[src/hdl/err_mon_pkg.sv]
package err_mon_pkg;

    localparam int N_ERR = 26;                      // sticky latches in the bank
    localparam int N_GRP = 4;
    localparam int GRP_W = 8;                       // readout word per group

    typedef logic [N_ERR-1:0] err_vec_t;            // bit n is error n+1
    typedef logic [GRP_W-1:0] grp_word_t;
    typedef logic [N_GRP-1:0] grp_mask_t;
    typedef logic [1:0]       grp_idx_t;
    typedef logic [7:0]       bus_addr_t;
    typedef logic [7:0]       bus_data_t;

    // group bounds as bit positions in err_vec_t (error number minus one)
    localparam int GRP_LO [N_GRP] = '{0, 7, 13, 20};
    localparam int GRP_HI [N_GRP] = '{6, 12, 19, 25};

    // internal fault sources sit above the external ones
    localparam int EXT_FAULTS  = 23;                // bits 0..22
    localparam int FAULT_MEM_A = 23;                // error 24
    localparam int FAULT_MEM_B = 24;                // error 25
    localparam int FAULT_XFER  = 25;                // error 26
    localparam int FAULT_INT_W = N_ERR - EXT_FAULTS;

    // register offsets from ERR_BASE
    localparam bus_addr_t REG_SUMMARY = 8'h04;      // groups live at 0..3
    localparam bus_addr_t REG_CLEAR   = 8'h05;

endpackage

[src/hdl/err_status_if.sv]
`timescale 1ns/1ps
`default_nettype none

interface err_status_if import err_mon_pkg::*; ();

    err_vec_t  flags;                               // latch contents
    grp_mask_t summary;                             // per-group OR
    grp_mask_t clear_grp;                           // pending clears, retired on v1
    logic      rd_hit;
    grp_idx_t  rd_sel;
    logic      rd_summary;                          // summary word instead of a group

    modport bank (
        output flags,
        output summary,
        input  clear_grp
    );

    modport decode (
        output clear_grp,
        output rd_hit,
        output rd_sel,
        output rd_summary
    );

    modport readout (
        input flags,
        input summary,
        input rd_hit,
        input rd_sel,
        input rd_summary
    );

endinterface

`default_nettype wire

[src/hdl/err_access_decode.sv]
`timescale 1ns/1ps
`default_nettype none

module err_access_decode import err_mon_pkg::*; #(
    parameter bus_addr_t ERR_BASE = 8'h40
) (
    input  logic        sim_clk,
    input  logic        rst_n,
    input  logic        v1,

    input  bus_addr_t   bus_addr,
    input  logic        bus_rd,
    input  logic        bus_wr,
    input  bus_data_t   bus_data_unused_guard_n,
    input  bus_data_t   bus_wdata,

    err_status_if.decode stat
);

    bus_addr_t offset;
    logic      wr_hit;
    grp_mask_t wr_mask;
    grp_mask_t pend_q;

    assign offset = bus_addr - ERR_BASE;            // wraps below base, so out of range

    assign wr_hit  = bus_wr && (offset == REG_CLEAR);
    assign wr_mask = wr_hit ? bus_wdata[N_GRP-1:0] : '0;

    // write takes the bus when both strobes are up
    assign stat.rd_hit     = bus_rd && !bus_wr && (offset <= REG_SUMMARY);
    assign stat.rd_sel     = grp_idx_t'(offset[1:0]);
    assign stat.rd_summary = (offset == REG_SUMMARY);

    // a write on a v1 edge stays pending for the following v1
    always_ff @(posedge sim_clk or negedge rst_n) begin
        if (!rst_n) begin
            pend_q <= '0;
        end else if (v1) begin
            pend_q <= wr_mask;
        end else begin
            pend_q <= pend_q | wr_mask;
        end
    end

    assign stat.clear_grp = pend_q;

    a_rd_wr_excl: assert property (@(posedge sim_clk) disable iff (!rst_n)
        !(stat.rd_hit && bus_wr));

endmodule

`default_nettype wire

[src/hdl/err_latch_bank.sv]
`timescale 1ns/1ps
`default_nettype none

module err_latch_bank import err_mon_pkg::*; (
    input  logic                   sim_clk,
    input  logic                   rst_n,
    input  logic                   v1,

    input  logic [EXT_FAULTS-1:0]  fault_ext,
    input  logic [FAULT_INT_W-1:0] fault_int,

    err_status_if.bank             stat
);

    err_vec_t  src;
    err_vec_t  clr_vec;
    err_vec_t  flags_q;
    err_vec_t  grp_clr [N_GRP];
    grp_mask_t summary_c;

    function automatic err_vec_t grp_bits(input int g);
        err_vec_t m;
        m = '0;
        for (int n = 0; n < N_ERR; n++) begin
            m[n] = (n >= GRP_LO[g]) && (n <= GRP_HI[g]);
        end
        return m;
    endfunction

    assign src = {fault_int, fault_ext};            // internal faults on top

    for (genvar g = 0; g < N_GRP; g++) begin : g_grp
        localparam err_vec_t MASK = grp_bits(g);

        assign grp_clr[g]   = stat.clear_grp[g] ? MASK : '0;
        assign summary_c[g] = |(flags_q & MASK);

        // only sources inside the group may survive its clear
        a_grp_cleared: assert property (@(posedge sim_clk) disable iff (!rst_n)
            (v1 && stat.clear_grp[g] && ((src & MASK) == '0))
            |=> ((stat.flags & MASK) == '0));
    end

    always_comb begin
        clr_vec = '0;
        for (int g = 0; g < N_GRP; g++) begin
            clr_vec = clr_vec | grp_clr[g];
        end
    end

    // set beats clear, nothing moves between strobes
    always_ff @(posedge sim_clk or negedge rst_n) begin
        if (!rst_n) begin
            flags_q <= '0;
        end else if (v1) begin
            flags_q <= src | (flags_q & ~clr_vec);
        end
    end

    assign stat.flags   = flags_q;
    assign stat.summary = summary_c;

endmodule

`default_nettype wire

[src/hdl/err_monitor_top.sv]
`timescale 1ns/1ps
`default_nettype none

module err_monitor_top import err_mon_pkg::*; #(
    parameter int        WORD_W       = 16,
    parameter int        XFER_TIMEOUT = 64,
    parameter bus_addr_t ERR_BASE     = 8'h40
) (
    input  logic                  sim_clk,
    input  logic                  rst_n,
    input  logic                  v1,

    input  logic [EXT_FAULTS-1:0] fault_ext,

    input  logic [WORD_W-1:0]     mem_a_word,
    input  logic                  mem_a_check,
    input  logic                  mem_a_valid,
    input  logic [WORD_W-1:0]     mem_b_word,
    input  logic                  mem_b_check,
    input  logic                  mem_b_valid,

    input  logic                  xfer_start,
    input  logic                  xfer_done,

    input  bus_addr_t             bus_addr,
    input  logic                  bus_rd,
    input  logic                  bus_wr,
    input  bus_data_t             bus_wdata,

    output bus_data_t             rd_data,
    output logic                  rd_valid,
    output grp_mask_t             err_summary
);

    logic [FAULT_INT_W-1:0] fault_int;

    err_status_if stat ();

    fault_detect #(
        .WORD_W       (WORD_W),
        .XFER_TIMEOUT (XFER_TIMEOUT)
    ) u_fault_detect (
        .sim_clk     (sim_clk),
        .rst_n       (rst_n),
        .v1          (v1),
        .mem_a_word  (mem_a_word),
        .mem_a_check (mem_a_check),
        .mem_a_valid (mem_a_valid),
        .mem_b_word  (mem_b_word),
        .mem_b_check (mem_b_check),
        .mem_b_valid (mem_b_valid),
        .xfer_start  (xfer_start),
        .xfer_done   (xfer_done),
        .fault_int   (fault_int)
    );

    err_access_decode #(
        .ERR_BASE (ERR_BASE)
    ) u_decode (
        .sim_clk                 (sim_clk),
        .rst_n                   (rst_n),
        .v1                      (v1),
        .bus_addr                (bus_addr),
        .bus_rd                  (bus_rd),
        .bus_wr                  (bus_wr),
        .bus_data_unused_guard_n (bus_wdata),
        .bus_wdata               (bus_wdata),
        .stat                    (stat)
    );

    err_latch_bank u_bank (
        .sim_clk   (sim_clk),
        .rst_n     (rst_n),
        .v1        (v1),
        .fault_ext (fault_ext),
        .fault_int (fault_int),
        .stat      (stat)
    );

    err_readout u_readout (
        .sim_clk  (sim_clk),
        .rst_n    (rst_n),
        .stat     (stat),
        .rd_data  (rd_data),
        .rd_valid (rd_valid)
    );

    assign err_summary = stat.summary;

endmodule

`default_nettype wire

[src/hdl/err_readout.sv]
`timescale 1ns/1ps
`default_nettype none

module err_readout import err_mon_pkg::*; (
    input  logic         sim_clk,
    input  logic         rst_n,

    err_status_if.readout stat,

    output bus_data_t    rd_data,
    output logic         rd_valid
);

    err_vec_t  shifted;
    grp_word_t grp_word;
    bus_data_t rd_next;

    function automatic grp_word_t width_mask(input grp_idx_t g);
        grp_word_t m;
        m = '0;
        for (int b = 0; b < GRP_W; b++) begin
            m[b] = (b <= (GRP_HI[g] - GRP_LO[g]));
        end
        return m;
    endfunction

    // right-align the group, drop its neighbours
    always_comb begin
        shifted  = stat.flags >> GRP_LO[stat.rd_sel];
        grp_word = shifted[GRP_W-1:0] & width_mask(stat.rd_sel);
    end

    assign rd_next = stat.rd_summary ? bus_data_t'(stat.summary) : bus_data_t'(grp_word);

    always_ff @(posedge sim_clk or negedge rst_n) begin
        if (!rst_n) begin
            rd_valid <= 1'b0;
            rd_data  <= '0;
        end else begin
            rd_valid <= stat.rd_hit;                // one pulse per accepted read
            if (stat.rd_hit) begin
                rd_data <= rd_next;
            end
        end
    end

endmodule

`default_nettype wire

[src/hdl/fault_detect.sv]
`timescale 1ns/1ps
`default_nettype none

module fault_detect import err_mon_pkg::*; #(
    parameter int WORD_W       = 16,
    parameter int XFER_TIMEOUT = 64
) (
    input  logic                   sim_clk,
    input  logic                   rst_n,
    input  logic                   v1,

    input  logic [WORD_W-1:0]      mem_a_word,
    input  logic                   mem_a_check,
    input  logic                   mem_a_valid,
    input  logic [WORD_W-1:0]      mem_b_word,
    input  logic                   mem_b_check,
    input  logic                   mem_b_valid,

    input  logic                   xfer_start,
    input  logic                   xfer_done,

    output logic [FAULT_INT_W-1:0] fault_int
);

    localparam int IDX_A = FAULT_MEM_A - EXT_FAULTS;
    localparam int IDX_B = FAULT_MEM_B - EXT_FAULTS;
    localparam int IDX_X = FAULT_XFER - EXT_FAULTS;
    localparam int CNT_W = $clog2(XFER_TIMEOUT + 1);
    localparam logic [CNT_W-1:0] CNT_LAST = CNT_W'(XFER_TIMEOUT - 1);

    logic                   par_a_bad;
    logic                   par_b_bad;
    logic                   xfer_active;
    logic [CNT_W-1:0]       xfer_cnt;
    logic                   xfer_to;
    logic [FAULT_INT_W-1:0] det;
    logic [FAULT_INT_W-1:0] hold_q;

    // even parity over word and check bit
    assign par_a_bad = mem_a_valid && ((^mem_a_word) != mem_a_check);
    assign par_b_bad = mem_b_valid && ((^mem_b_word) != mem_b_check);

    // last counted cycle with no done and no restart
    assign xfer_to = xfer_active && !xfer_start && !xfer_done && (xfer_cnt == CNT_LAST);

    always_ff @(posedge sim_clk or negedge rst_n) begin
        if (!rst_n) begin
            xfer_active <= 1'b0;
            xfer_cnt    <= '0;
        end else if (xfer_start) begin
            xfer_active <= 1'b1;                    // restarts an open transfer too
            xfer_cnt    <= '0;
        end else if (xfer_done || xfer_to) begin
            xfer_active <= 1'b0;                    // idle until next start
            xfer_cnt    <= '0;
        end else if (xfer_active) begin
            xfer_cnt <= xfer_cnt + 1'b1;
        end
    end

    always_comb begin
        det        = '0;
        det[IDX_A] = par_a_bad;
        det[IDX_B] = par_b_bad;
        det[IDX_X] = xfer_to;
    end

    // new detection wins over the v1 that consumes the old one
    always_ff @(posedge sim_clk or negedge rst_n) begin
        if (!rst_n) begin
            hold_q <= '0;
        end else begin
            hold_q <= det | (v1 ? '0 : hold_q);
        end
    end

    assign fault_int = hold_q;

    a_cnt_idle: assert property (@(posedge sim_clk) disable iff (!rst_n)
        !xfer_active |-> (xfer_cnt == '0));

endmodule

`default_nettype wire

[config.mk]
export PLATFORM = sky130hd
export DESIGN_NAME = err_monitor_top
export DESIGN_NICKNAME = d
export VERILOG_FILES = /design/src/hdl/err_mon_pkg.sv /design/src/hdl/err_status_if.sv /design/src/hdl/err_access_decode.sv /design/src/hdl/err_latch_bank.sv /design/src/hdl/err_monitor_top.sv /design/src/hdl/err_readout.sv /design/src/hdl/fault_detect.sv
export SDC_FILE = /design/constraint.sdc
export NUM_CORES = 1
export LEC_CHECK = 0
export ABC_CLOCK_PERIOD_IN_PS = 3300
export BUFFER_PORTS_ARGS = -buffer_cell sky130_fd_sc_hd__buf_2
export CORE_ASPECT_RATIO = 1.25
export CORE_MARGIN = 3
export CORE_UTILIZATION = 53
export DETAILED_ROUTE_END_ITERATION = 10
export HOLD_SLACK_MARGIN = 0.08
export PLACE_DENSITY = 0.8
export REMOVE_ABC_BUFFERS = 1
export SLEW_MARGIN = 20
export SYNTH_ARGS = -nofsm -noshare
export SYNTH_HDL_FRONTEND = slang
export SYNTH_SLANG_ARGS = --single-unit
[constraint.sdc]
create_clock -name sim_clk -period 3.3 [get_ports sim_clk]
set_input_delay 0.165 -clock sim_clk [delete_from_list [all_inputs] [get_ports sim_clk]]
set_output_delay 0.165 -clock sim_clk [all_outputs]
set_load 0.1 [all_outputs]
==> key figures <==
Clock network
  – Hold-fix buffers, CTS: 16
  – Clk slew on worst S/H paths: roughly 0.090 ns
  – Max Buffers Root-to-Sink: 2
  – Clock latency at the later pin of the worst-skew pair: ~0.31 ns
  – Post-CTS Setup Inserts: 0
  – Root Driver: clkbuf_8
  – CTS tree: done
  – H-tree levels: 2
  – Clk sinks: 50
  – Resize count post-CTS: 0
  – CTS Buf Count: 5

Min path
  – Hold crit path type: input port to register
  – Hold depth: 2

Yosys
  – Avg Inst Size Synth: 11.5 um^2
  – Most common cell in the netlist: dfrtp_1
  – Synth area leader: dfrtp_1
  – Synth Flop Type: dfrtp_1
  – Share of the synthesized area in the top cell type: 35.2%
  – Register bit total from synthesis: 50
  – Post-synthesis cell count: 308
  – Synth warnings: 0
  – Post-synthesis cell area: ~0.0035 mm^2
  – Largest cells by area after synthesis: dfrtp_1 (35%), mux4_2 (13%), a22o_1 (8.6%), xnor2_1 (6.9%), mux4_1 (5.2%)
  – FFs w/ async S/R, synth: 100%
  – Seq/Total Area, Yosys: around a third
  – Synth cell types: 47
  – Post-synth EDFFs: 0
  – Synth top cells by count: dfrtp_1 (50), a22o_1 (35), xnor2_1 (28), nand2_1 (26), mux4_2 (21)

Place
  – Post-detail-place hpwl: approximately 6.2 mm
  – Setup WS pre-CTS: slightly above 0.5 ns
  – RePlAce Congestion: between 0.9 and 1
  – IO Port Bufs: 90

Detailed routing
  – Wirelength per Cell: ~17 um
  – Via density: about 6.0
  – Routed vias: between 2000 and 3000
  – First-pass DRT Iterations: 4
  – Initial DRC Count: 215
  – Post-DRT Antenna Nets: 0
  – Final wirelength: approximately 8.2 mm
  – # DRC: 0

GRT
  – Global-route wire length before repair: about 14 mm
  – Initial antenna violation count: 0
  – Gr ovfl total: 0
  – Largest net degree at the start of global routing: 51
  – GR Util All Layers: between 20% and 30%
  – Vias in the first global route: between 2000 and 3000

Timing
  – Skew final: around 0.0062 ns
  – Worst setup margin: 0.836 ns
  – Final setup viols: 0
  – Unrepaired setup endpoints after global routing: false
  – Least-Margin Pin Slew: 0.712 ns
  – Final hold vios: 0
  – Relative slew margins: 52.5%
  – Worst hold-check slack: 0.0857 ns
  – Slew Viols, Final: 0
  – FMAX: a little over 400 MHz
  – Min Tclk post-route: 2.46 ns
  – Crit share post-route: 74.7%
  – Sum Neg Setup Slack: 0 ns

Layout
  – Final core utilization: between 60% and 70%
  – Nets: 498
  – Fraction of layout cells with a size suffix above 1: between 30% and 40%
  – Fillers: between 400 and 500
  – Area growth syn-to-layout: 21.6%
  – Ant. Diodes: 0

Critical path
  – Req. time, crit path: ~3.5 ns
  – Critical path fanouts, max: 14
  – Crit path kind: input port to register
  – R2R cell count: 4
  – CP Data Arrival Time: about 2.7 ns
  – Critical path endpoint category: register
  – CP Launch Type: input port

Die
  – Core ar.: between 0.006 and 0.007 mm^2
  – Die width: around 79 um
  – Io pins: 95
  – Initial Util: 56.1%
  – Die Y: 97.5 um
  – Total Die Area: ~0.0077 mm^2
  – Num rows: 32

Outcome
  – Status: completed

Power
  – Pleak: ~1.9 nW
  – Pwr Density: 356 mW/mm^2
  – VDD IR max: about 0.00024 V

Flow run
  – Max-Cap Viols: 0
-- cell type report --
type	count	area, um^2	share of cell area [%]
timing repair buffer	111	651	15.1
inverter	8	30.0	0.696
clock buffer	6	82.6	1.91
tap	85	106	2.46
sequential	50	1250	29.0
clock inverter	2	38.8	0.899
multi-input combinational	232	2160	50.0
-- critical path, cell delays in order --
cell	delay, ns
buf_2	0.13
inv_1	0.09
ha_1	0.75
buf_4	0.34
mux4_2	0.37
mux4_2	0.48
o2111ai_1	0.22
nand3_1	0.09
-- per-layer routing --
layer | track usage, % | wire length [um] | vias up | share of wire [%]
li1 | - | - | 1381 | -
met1 | 28.3 | 3230 | 1462 | 39
met2 | 38.7 | 4300 | 126 | 52
met3 | 4.08 | 560 | 16 | 6.8
met4 | 5.95 | 140 | 0 | 1.7
met5 | 0 | 0 | - | 0
-- cell families after synthesis --
group                      Yosys count  synth area share (%)
xor gates and xnor gates            37                  9.90
AOI/OAI and AO/OA                   65                  14.3
adders and majority gates            8                  2.82
DFF                                 50                  35.2
buffers and inverters               26                  3.98
muxes                               43                  22.8
and+or+nand+nor                     79                  10.9
-- final timing paths --
path	startpoint	to	slack, ns
max in group asynchronous	rst_n	u_bank.stat.flags[24]$_DFFE_PN0P_	2.49
min in group asynchronous	rst_n	u_bank.stat.flags[1]$_DFFE_PN0P_	0.41
max reg2reg	u_bank.stat.flags[9]$_DFFE_PN0P_	u_readout.rd_data[3]$_DFFE_PN0P_	1.36
max	bus_addr[1]	u_readout.rd_data[1]$_DFFE_PN0P_	0.84
min reg2reg	u_readout.rd_data[4]$_DFFE_PN0P_	u_readout.rd_data[4]$_DFFE_PN0P_	0.49
min	fault_ext[6]	u_bank.stat.flags[6]$_DFFE_PN0P_	0.09
-- registers in the layout, summed over array words and instances (netlist names) --
register,count
u_fault_detect.fault_int,3
u_fault_detect.xfer_active,1
u_bank.stat.flags,26
u_readout.rd_data,8
u_fault_detect.xfer_cnt,7
u_decode.stat.clear_grp,4
u_readout.rd_valid,1
-- power by group --
part           internal (mW)  switching (mW)  leakage [nW]  total [mW]
Combinational          0.184           0.234          1.26       0.419
Clock                  0.250           0.213        0.0618       0.462
Sequential             0.639          0.0168         0.558       0.655
-- through the flow --
stage	power [mW]	cells	instance area, um^2
after CTS	1.55	494	4310
final	1.54	494	4320
after global routing	1.60	494	4320
after global placement	1.06	470	4030
after floorplan	0.954	290	3440
after detailed placement	1.07	470	4030
-- cell usage in the layout (no fill, tap or decap), types with 3 or more instances in the layout --
cell and instances:
buf_2 89, dfrtp_1 50, a22o_1 35, xnor2_1 28
nand2_1 26, mux4_2 21, nor2_1 20, dlygate4sd3_1 16
mux2i_1 12, inv_1 8, a21oi_1 8, ha_1 8
nor3_1 7, xor2_1 7, mux4_1 7, clkbuf_8 6
buf_4 6, nor4_1 5, o21ai_0 4, nand3_1 4
nand4_1 3, mux2_2 3
No activity file was read; power rests on OpenSTA's default activity.
